**src/hdl/ising_pkg.sv**
```systemverilog
// shared sizes for the spin-flip datapath; NUM_SPIN and FLIP_ICON_DEPTH must be powers of two
package ising_pkg;

    // number of spins in one vector
    // every spin word and every icon word is this wide
    localparam int NUM_SPIN = 16;

    // number of flip icons the local memory can hold
    // software may program any icon count from zero up to this value
    localparam int FLIP_ICON_DEPTH = 16;

    // width of a word address inside the icon memory
    localparam int ICON_ADDR_W = $clog2(FLIP_ICON_DEPTH);

    // width of the read address counter and of the programmed icon count
    // one extra bit so that a count equal to the full depth can be expressed
    localparam int ICON_CNT_W = ICON_ADDR_W + 1;

    // spin handshakes that bypass mode waits for before it forces the finish flag
    // this matches the buffering depth of the spin stream around the engine
    localparam int SPIN_DEPTH = 2;

    // note that the read address is ICON_CNT_W bits wide
    // the memory only sees the low ICON_ADDR_W bits of it, so reads past the
    // programmed count wrap around the physical array

    // the icon count is compared against the full-width address
    // a count of zero therefore reports finish straight out of reset

    // all sizes here are elaboration-time constants
    // the datapath has no run-time configuration of widths

    // bypass counting uses a counter of $clog2(SPIN_DEPTH) bits
    // with SPIN_DEPTH of one the counter is left out and the first
    // bypass handshake already forces finish

endpackage

```
**src/hdl/step_counter.sv**
```systemverilog
// saturating step counter; restart clears it even when en_i is low, maxed_o stays high until restart
`timescale 1ns/100ps

module step_counter #(
    parameter int COUNTER_W = 2
) (
    input  logic clk_i,
    input  logic reset_i,
    input  logic en_i,
    input  logic restart_i,
    input  logic step_i,
    output logic maxed_o
);

    // current count, saturates at all ones
    logic [COUNTER_W-1:0] cnt_q;

    // the counter is full once every bit is set
    // no further steps are taken from that point on
    assign maxed_o = &cnt_q;

    // restart has priority over a step in the same cycle
    // a step only counts while the counter is enabled and not yet full
    always_ff @(posedge clk_i) begin
        if (reset_i) begin
            cnt_q <= '0;
        end else if (restart_i) begin
            cnt_q <= '0;
        end else if (en_i && step_i && !maxed_o) begin
            cnt_q <= cnt_q + 1'b1;
        end
    end

    // a typical use is counting handshakes on a stream
    // the caller ties step_i to the handshake and restart_i to its clear condition

    // with COUNTER_W of one the counter is a single flag
    // it goes full on the first step

    // the count itself is kept internal
    // callers only ever need to know when the limit has been hit

    // saturation keeps the count from wrapping back to zero
    // so maxed_o never drops without an explicit restart

    // en_i freezes the count but does not block restart
    // this lets a clear reach the counter while the owner is paused

endmodule

```
**src/hdl/bp_pipe.sv**
```systemverilog
// one-entry valid/ready register slice; ready_o depends combinationally on ready_i
`timescale 1ns/100ps

module bp_pipe (
    input  logic                          clk_i,
    input  logic                          reset_i,
    input  logic                          valid_i,
    input  logic [ising_pkg::NUM_SPIN-1:0] data_i,
    input  logic                          ready_i,
    output logic                          ready_o,
    output logic                          valid_o,
    output logic [ising_pkg::NUM_SPIN-1:0] data_o
);

    import ising_pkg::*;

    // occupancy flag of the single slot
    logic valid_q;

    // spin vector held in the slot
    logic [NUM_SPIN-1:0] data_q;

    // the slot can take a new vector when it is empty
    // or when its current vector leaves in this same cycle
    assign ready_o = !valid_q || ready_i;

    // the slot drives the downstream side directly
    assign valid_o = valid_q;
    assign data_o  = data_q;

    // the valid flag follows the upstream valid whenever the slot may load
    // otherwise it holds, which keeps the output stable under back-pressure
    always_ff @(posedge clk_i) begin
        if (reset_i) begin
            valid_q <= 1'b0;
        end else if (ready_o) begin
            valid_q <= valid_i;
        end
    end

    // payload only moves on an accepted input transfer
    // while stalled the held vector stays put
    always_ff @(posedge clk_i) begin
        if (ready_o && valid_i) begin
            data_q <= data_i;
        end
    end

    // a transfer in lands in the slot at the edge and is visible right after it
    // so the latency through the slice is one cycle

    // a full slot with a waiting consumer passes straight through
    // the old vector leaves and the new one loads on the same edge

    // only one vector is ever in flight in this slice
    // throughput is still one per cycle as long as ready_i stays high

endmodule

```
**src/hdl/flip_icon_mem.sv**
```systemverilog
// icon RAM with one write and one registered read port; read of a word written the same cycle returns old data
`timescale 1ns/100ps

module flip_icon_mem (
    input  logic                             clk_i,
    input  logic                             we_i,
    input  logic [ising_pkg::ICON_ADDR_W-1:0] waddr_i,
    input  logic [ising_pkg::NUM_SPIN-1:0]    wdata_i,
    input  logic                             ren_i,
    input  logic [ising_pkg::ICON_ADDR_W-1:0] raddr_i,
    output logic [ising_pkg::NUM_SPIN-1:0]    rdata_o
);

    import ising_pkg::*;

    // one flip mask per entry, one bit per spin
    logic [NUM_SPIN-1:0] mem [FLIP_ICON_DEPTH];

    // read data register
    // it keeps the last word read until the next read enable
    logic [NUM_SPIN-1:0] rdata_q;

    // write port
    // one word per cycle, no handshake, the loader just pulses we_i
    always_ff @(posedge clk_i) begin
        if (we_i) begin
            mem[waddr_i] <= wdata_i;
        end
    end

    // read port
    // the word shows up on rdata_o in the cycle after ren_i
    always_ff @(posedge clk_i) begin
        if (ren_i) begin
            rdata_q <= mem[raddr_i];
        end
    end

    assign rdata_o = rdata_q;

    // the contents are undefined until software loads them
    // there is no reset on the array or on the read register

    // a simultaneous write and read to the same address returns the old word
    // the new word is visible from the next read on

    // holding rdata_q between reads lets the engine rely on it
    // as long as no new read enable has been issued

    // the array maps onto a plain synchronous RAM
    // both ports share the same clock

endmodule

```
**src/hdl/flip_engine.sv**
```systemverilog
// spin XOR engine; one vector in flight, icon count must not exceed the address range, bypass is taken live
`timescale 1ns/100ps

module flip_engine (
    input  logic                            clk_i,
    input  logic                            reset_i,
    input  logic                            en_i,
    input  logic                            flush_i,
    input  logic                            flip_disable_i,
    input  logic                            prev_spin_valid_i,
    input  logic [ising_pkg::NUM_SPIN-1:0]   prev_spin_i,
    input  logic                            flipped_spin_ready_i,
    input  logic [ising_pkg::ICON_CNT_W-1:0] icon_last_raddr_plus_one_i,
    input  logic [ising_pkg::NUM_SPIN-1:0]   flip_rdata_i,
    output logic                            prev_spin_ready_o,
    output logic [ising_pkg::NUM_SPIN-1:0]   flipped_spin_o,
    output logic                            flipped_spin_valid_o,
    output logic                            flip_ren_o,
    output logic [ising_pkg::ICON_CNT_W-1:0] flip_raddr_o,
    output logic                            icon_finish_o
);

    import ising_pkg::*;

    // stream handshakes
    logic prev_spin_hs;

    // read request this cycle and its delayed copy
    // the delayed copy marks the cycle in which the memory data is fresh
    logic flip_ren;
    logic flip_ren_q;

    // read address counter and the icon that was last fetched
    logic [ICON_CNT_W-1:0] flip_raddr_q;
    logic [NUM_SPIN-1:0]   flip_rdata_q;

    // mask applied to the vector in the output slot
    logic [NUM_SPIN-1:0] flip_icon;

    // spin vector sitting in the output slot
    logic [NUM_SPIN-1:0] spin_pipe;

    // finish bookkeeping
    logic icon_empty;
    logic icon_finish_q;
    logic bypass_finish_q;
    logic bypass_cnt_maxed;

    assign prev_spin_hs = prev_spin_valid_i && prev_spin_ready_o;

    // every accepted spin asks for the next icon, unless paused, flushed or bypassed
    assign flip_ren     = en_i && prev_spin_hs && !flush_i && !flip_disable_i;
    assign flip_ren_o   = flip_ren;
    assign flip_raddr_o = flip_raddr_q;

    // fresh memory data right after a read, the held copy while the output stalls
    assign flip_icon = flip_ren_q ? flip_rdata_i : flip_rdata_q;

    // bypass forwards the vector untouched
    assign flipped_spin_o = flip_disable_i ? spin_pipe : (spin_pipe ^ flip_icon);

    // all programmed icons have been read once the address reaches the count
    assign icon_empty = (flip_raddr_q == icon_last_raddr_plus_one_i);

    // the compare is visible in the same cycle, the register keeps it sticky
    assign icon_finish_o = bypass_finish_q || icon_finish_q || icon_empty;

    // address moves by one per read, flush brings it back to the first icon
    always_ff @(posedge clk_i) begin
        if (reset_i || flush_i) begin
            flip_raddr_q <= '0;
        end else if (flip_ren) begin
            flip_raddr_q <= flip_raddr_q + 1'b1;
        end
    end

    // remember whether the memory output was refreshed in the last cycle
    // frozen in bypass so the held icon is still chosen correctly on return
    always_ff @(posedge clk_i) begin
        if (reset_i || flush_i) begin
            flip_ren_q <= 1'b0;
        end else if (en_i && !flip_disable_i) begin
            flip_ren_q <= flip_ren;
        end
    end

    // capture the fresh icon so a stalled output keeps its mask
    always_ff @(posedge clk_i) begin
        if (reset_i || flush_i) begin
            flip_rdata_q <= '0;
        end else if (en_i && flip_ren_q) begin
            flip_rdata_q <= flip_rdata_i;
        end
    end

    // once the address has hit the count the flag stays up until flush
    always_ff @(posedge clk_i) begin
        if (reset_i || flush_i) begin
            icon_finish_q <= 1'b0;
        end else if (en_i && icon_empty) begin
            icon_finish_q <= 1'b1;
        end
    end

    // in bypass, finish is forced once a full buffer of spins has gone by
    // leaving bypass drops the forced flag again
    always_ff @(posedge clk_i) begin
        if (reset_i || flush_i || !flip_disable_i) begin
            bypass_finish_q <= 1'b0;
        end else if (en_i && bypass_cnt_maxed && prev_spin_hs) begin
            bypass_finish_q <= 1'b1;
        end
    end

    // count bypass handshakes up to the spin buffer depth
    generate
        if (SPIN_DEPTH > 1) begin : gen_bypass_cnt
            step_counter #(
                .COUNTER_W($clog2(SPIN_DEPTH))
            ) u_bypass_cnt (
                .clk_i     (clk_i),
                .reset_i   (reset_i),
                .en_i      (en_i),
                .restart_i (flush_i || !flip_disable_i),
                .step_i    (flip_disable_i && prev_spin_hs),
                .maxed_o   (bypass_cnt_maxed)
            );
        end else begin : gen_no_bypass_cnt
            // a single-entry buffer is covered by the first handshake
            assign bypass_cnt_maxed = 1'b1;
        end
    endgenerate

    // one-stage slice that carries the spin and the back-pressure
    bp_pipe u_spin_pipe (
        .clk_i   (clk_i),
        .reset_i (reset_i),
        .valid_i (prev_spin_valid_i),
        .data_i  (prev_spin_i),
        .ready_i (flipped_spin_ready_i),
        .ready_o (prev_spin_ready_o),
        .valid_o (flipped_spin_valid_o),
        .data_o  (spin_pipe)
    );

endmodule

```
**src/hdl/spin_flip_top.sv**
```systemverilog
// spin-flip subsystem top; icons must be loaded before streaming, only the low address bits reach the RAM
`timescale 1ns/100ps

module spin_flip_top (
    input  logic                             clk_i,
    input  logic                             reset_i,

    // icon load port
    input  logic                             icon_we_i,
    input  logic [ising_pkg::ICON_ADDR_W-1:0] icon_waddr_i,
    input  logic [ising_pkg::NUM_SPIN-1:0]    icon_wdata_i,

    // control levels
    input  logic                             en_i,
    input  logic                             flush_i,
    input  logic                             flip_disable_i,
    input  logic [ising_pkg::ICON_CNT_W-1:0]  icon_count_i,

    // input spin stream
    input  logic                             prev_spin_valid_i,
    input  logic [ising_pkg::NUM_SPIN-1:0]    prev_spin_i,
    output logic                             prev_spin_ready_o,

    // output spin stream
    output logic                             flipped_spin_valid_o,
    output logic [ising_pkg::NUM_SPIN-1:0]    flipped_spin_o,
    input  logic                             flipped_spin_ready_i,

    // status
    output logic                             icon_finish_o
);

    import ising_pkg::*;

    // read request from the engine to the icon memory
    logic flip_ren;

    // full-width read address, the top bit only matters for the finish compare
    logic [ICON_CNT_W-1:0] flip_raddr;

    // icon word returned one cycle after the request
    logic [NUM_SPIN-1:0] flip_rdata;

    // the engine handles the handshakes, the address sequencing and the XOR itself
    flip_engine u_flip_engine (
        .clk_i                      (clk_i),
        .reset_i                    (reset_i),
        .en_i                       (en_i),
        .flush_i                    (flush_i),
        .flip_disable_i             (flip_disable_i),
        .prev_spin_valid_i          (prev_spin_valid_i),
        .prev_spin_i                (prev_spin_i),
        .flipped_spin_ready_i       (flipped_spin_ready_i),
        .icon_last_raddr_plus_one_i (icon_count_i),
        .flip_rdata_i               (flip_rdata),
        .prev_spin_ready_o          (prev_spin_ready_o),
        .flipped_spin_o             (flipped_spin_o),
        .flipped_spin_valid_o       (flipped_spin_valid_o),
        .flip_ren_o                 (flip_ren),
        .flip_raddr_o               (flip_raddr),
        .icon_finish_o              (icon_finish_o)
    );

    // local icon store
    // the write side belongs to the loader, the read side to the engine
    flip_icon_mem u_flip_icon_mem (
        .clk_i   (clk_i),
        .we_i    (icon_we_i),
        .waddr_i (icon_waddr_i),
        .wdata_i (icon_wdata_i),
        .ren_i   (flip_ren),
        .raddr_i (flip_raddr[ICON_ADDR_W-1:0]),
        .rdata_o (flip_rdata)
    );

    // loading while the stream is running is allowed by the RAM
    // but a word being read in the same cycle comes back with its old value

    // the engine never stalls the memory, so there is no ready on the read side
    // the one-cycle read latency is built into the engine's icon select

endmodule

```
**config.mk**
```make
export PLATFORM = sky130hd
export DESIGN_NAME = spin_flip_top
export DESIGN_NICKNAME = d
export VERILOG_FILES = /design/src/hdl/ising_pkg.sv /design/src/hdl/step_counter.sv /design/src/hdl/bp_pipe.sv /design/src/hdl/flip_icon_mem.sv /design/src/hdl/flip_engine.sv /design/src/hdl/spin_flip_top.sv
export SDC_FILE = /design/constraint.sdc
export NUM_CORES = 1
export LEC_CHECK = 0
export BUFFER_PORTS_ARGS = -buffer_cell sky130_fd_sc_hd__buf_2
export CAP_MARGIN = 30
export CORE_AREA = 2 2 160 162
export DETAILED_ROUTE_END_ITERATION = 8
export DIE_AREA = 0 0 162 164
export GPL_ROUTABILITY_DRIVEN = 0
export GPL_TIMING_DRIVEN = 0
export PLACE_DENSITY = 0.66
export SLEW_MARGIN = 20
export SYNTH_ARGS = -nofsm -noshare
export SYNTH_HDL_FRONTEND = slang
export SYNTH_HIERARCHICAL = 1
export SYNTH_SLANG_ARGS = --single-unit
```
**constraint.sdc**
```tcl
create_clock -name clk_i -period 4.6 [get_ports clk_i]
set_clock_uncertainty 0.2 [all_clocks]
set_input_delay 0.46 -clock clk_i [delete_from_list [all_inputs] [get_ports clk_i]]
set_output_delay 0.46 -clock clk_i [all_outputs]
set_load 0.02 [all_outputs]
```
==> reports/summary.md <==
## GRT
* **number of antenna violations at the first check in global routing** 0
* **remaining global-route overflow** 0
* **pin count of the biggest net entering global routing** 17
* **vias in the first global route** 6,514
* **first-pass GRT wire length** 37,800 um
* **Total Routing Usage GR** 19.3%

## Yosys
* **async set-reset flop share out of synthesis** 0%
* **count of yosys warnings during synthesis** 6
* **count of distinct cell types in the synthesized netlist** 45
* **compound-gate portion of the synthesized area** 3.32%
* **post-synthesis share of cell area spent on full adders, half adders and majority gates** 0.103%
* **count of mapped cells out of synthesis** 629
* **XOR/XNOR Fraction of Synth Area** 1.44%
* **fraction of synthesized area in multiplexers** 13.5%
* **dominant combinational cell family by area after synthesis** multiplexers
* **number of enable flip-flop cells after synthesis** 288
* **synthesized netlist net count** 679
* **post-synthesis simple-gate area fraction** 4.81%
* **syn avg cell area** 19.4 um2
* **sequential cell area fraction in the yosys report** 75.3%
* **dominant register cell in the synthesized netlist** edfxtp_1
* **Cell Area, Synth** 12,200 um2
* **total of flip-flops plus latches after synthesis** 314

## Cells and area
* **number of diodes added for antenna fixing** 0
* **final design instance area without fill** 14,500 um2
* **Non-Filler Instances** 1,124
* **number of nets in the finished design** 819
* **Finished Core Util** 58.6%
* **area overhead of the layout relative to synthesis** 19.4%
* **share of layout cells above drive strength 1** 29.0%

## Hold path
* **worst hold-check path type** in2reg

## Critical path
* **R2R Path End** u_flip_icon_mem/rdata_o[7]
* **crit path DAT** 2860 ps
* **launching point of the worst reg2reg path** u_flip_engine/flip_raddr_o[1]
* **largest fanout of any net on the critical path** 10
* **worst setup path category** reg2reg
* **r2r setup slk** 1810 ps
* **critical path startpoint category** flip-flop
* **worst setup path start** u_flip_engine/flip_raddr_o[1]
* **nature of the critical path endpoint** flip-flop
* **crit path max-delay cell type** buf_1
* **Worst Path Buf+Inv** 2
* **capturing instance or port of the critical path** u_flip_icon_mem/rdata_o[7]
* **largest incremental delay on the critical path** 710 ps
* **largest delay contributor family on the critical path** buffers and inverters
* **depth of the critical timing path with buffers and inverters included** 5
* **cell-by-cell listing of the critical path** buf_2 > buf_1 > mux4_2 > a22oi_1 > nand2_1
* **cell count of the worst reg-to-reg path** 5
* **data required time at the worst endpoint** 4670 ps

## Floorplanning
* **standard-cell rows** 58
* **width of the die** 162 um
* **Initial Util** 49.1%
* **vertical die dimension** 164 um
* **area of the die** 26,600 um2
* **Top-Level Pins** 68
* **placeable core area** 24,800 um2

## STA
* **maximum achievable frequency** 0.359 GHz
* **setup TNS after final layout** 0 ps
* **Final Critical Period** 2790 ps
* **Slew @ Worst Pin** 893 ps
* **setup repair after global routing missed its margin** no
* **Min Hold Slack** 66.8 ps
* **hold violation total from the final report** 0
* **count of final setup violators** 0
* **portion of the clock cycle consumed by the worst path in the final layout** 60.6%
* **normalized max-slew margin** 40.4%
* **number of pins with negative max-slew slack in the final report** 0

## Clocking
* **H-Tree Level Count** 1
* **Clk Latency, worst-skew pair** 560 ps
* **deepest clock path buffer count** 3
* **TritonCTS buffer count** 31
* **post-CTS resize count** 0
* **clock tree from TritonCTS** done
* **clk slew on worst S/H paths** 60 ps
* **root cell of the clock tree** clkbuf_16
* **Clock Sinks** 314
* **post-CTS setup buffer count** 0

## Placed design
* **Cells after DPL** 1,047
* **Cell Area, Placed** 13,200 um2
* **number of input and output port buffers inserted** 67
* **half-perimeter wire length after placement** 17,000 um

## Power and ir drop
* **power density relative to cell area** 420 nW/um2
* **reported leakage power** 4.72 nW
* **maximum VDD drop** 301 uV

## Drt
* **vias after detailed routing** 6,257
* **detailed-routing iteration count for the pre-antenna-repair pass** 5
* **wirelength, routed** 25,200 um
* **1st-iter DRT viols** 571
* **drt wl/cell** 22.4 um
* **post-detailed-route DRC marker count** 0
* **remaining antenna violation count** 0
* **per-cell via count in the routed design** 5.57

## Run status
* **result of the run** completed

## Job
* **count of maximum capacitance violations** 0

==> kinds of logic (layout without fill, tap and decap cells) <==
kind of cell / count (synthesis) / in the layout
adder cells (fa/ha/maj): 1 / 1
buffers and inverters: 33 / 198
multiplexers: 81 / 81
XOR/XNOR: 20 / 20
flip-flops: 314 / 314
AO/OA/AOI/OAI: 59 / 59
AND/OR/NAND/NOR: 121 / 121
==> state kept, by name (all words and copies together) (netlist names) <==
signal,count
u_flip_icon_mem/rdata_o,16
u_flip_engine/u_spin_pipe/data_o,16
u_flip_engine/flip_raddr_o,5
u_flip_engine/u_spin_pipe/valid_o,1
u_flip_engine/icon_finish_q,1
u_flip_engine/flip_ren_q,1
u_flip_icon_mem/mem,256
u_flip_engine/flip_rdata_q,16
u_flip_engine/gen_bypass_cnt.u_bypass_cnt/maxed_o,1
u_flip_engine/bypass_finish_q,1
==> worst reg2reg max path: cells and delay by family (launching register included) <==
family	cells	cell delay, ps
and+or+nand+nor	1	160
buffers and inverters	2	1030
AOI/OAI and AO/OA	1	240
muxes	1	420
DFF	1	450
==> synthesized netlist by cell type, types with 2 or more instances <==
cell type  number  share of area (%)
nand2_1        51                1.6
inv_1           2              0.062
nand2b_1        5               0.26
edfxtp_1      288                 71
xor2_1         18                1.3
nand3b_1        2               0.12
nand3_1         2              0.082
nor3_2          2               0.16
mux2i_1        17                1.4
xnor2_1         2               0.14
a21oi_2         2               0.14
buf_6           4               0.37
mux4_1         10                2.2
buf_1           3              0.092
o21ai_0         2              0.082
clkbuf_1       12               0.37
nor2_1         37                1.1
buf_2           5               0.21
dfxtp_1        26                4.3
buf_4           6               0.37
and2_1          2               0.10
a22oi_1        32                2.0
nor3_1          4               0.16
a21oi_1        17               0.70
nor2b_1         5               0.26
mux4_2         54                 10
==> per-stage QoR <==
step,total power [mW],setup slack [ps]
2_1_floorplan,3.35,1880
3_3_place_gp,3.43,647
3_5_place_dp,3.45,1820
4_1_cts,6.16,1810
5_1_grt,6.29,1760
6_report,6.11,1810
==> layout by cell type, fill, tap and decap left out, types with 10 or more instances in the layout <==
cell type | Yosys | final
a21oi_1 | 17 | 17
a22oi_1 | 32 | 32
buf_2 | 5 | 72
buf_4 | 6 | 12
buf_8 | 0 | 12
clkbuf_1 | 12 | 17
clkbuf_16 | 0 | 31
dfxtp_1 | 26 | 26
dlygate4sd3_1 | 0 | 19
edfxtp_1 | 288 | 288
mux2i_1 | 17 | 17
mux4_1 | 10 | 10
mux4_2 | 54 | 54
nand2_1 | 51 | 51
nor2_1 | 37 | 25
nor2_2 | 0 | 12
xor2_1 | 18 | 18
==> per-layer routing <==
| layer | track usage [%] | part of all wire, % | wire, um | vias up |
|---|---|---|---|---|
| met5 | 0 | 0 | 0 | - |
| met4 | 4.99 | 2.4 | 612 | 0 |
| met3 | 3.36 | 6.7 | 1700 | 46 |
| met2 | 33.8 | 50 | 12700 | 218 |
| met1 | 25.3 | 41 | 10300 | 3178 |
| li1 | - | - | - | 2815 |
==> worst min-delay path by stage <==
stage	from	endpoint	slack, ps	depth (start not counted)
2_1_floorplan	u_flip_engine/flip_rdata_q[15]	u_flip_engine/flip_rdata_q[15]	230	2
3_3_place_gp	u_flip_engine/flip_rdata_q[9]	u_flip_engine/flip_rdata_q[9]	240	2
3_5_place_dp	u_flip_engine/flip_rdata_q[0]	u_flip_engine/flip_rdata_q[0]	250	2
4_1_cts	icon_wdata_i[13]	u_flip_icon_mem/mem[3][13]	40	1
5_1_grt	icon_wdata_i[13]	u_flip_icon_mem/mem[14][13]	60	1
6_report	icon_wdata_i[13]	u_flip_icon_mem/mem[6][13]	70	1
==> report_power, final <==
group	switching [mW]	internal, mW
sequential	0.0163	3.17
combinational	0.126	0.0860
clock	1.02	1.68
total	1.16	4.94
==> timing repair <==
item                                    CTS  global route
hold buffers                             19             0
endpoints found under the setup margin    0             0
hold endpoints to repair                 19             0
==> layout make-up <==
type / count / area (um2)
Buffer: 30 / 171
Clock buffer: 36 / 795
Clock inverter: 22 / 319
Fill cell: 1811 / 10300
Inverter: 3 / 11.3
Multi-Input combinational cell: 282 / 2880
Sequential cell: 314 / 9170
Tap cell: 330 / 413
Timing Repair Buffer: 107 / 785
Power figures use the tool's default switching activity.
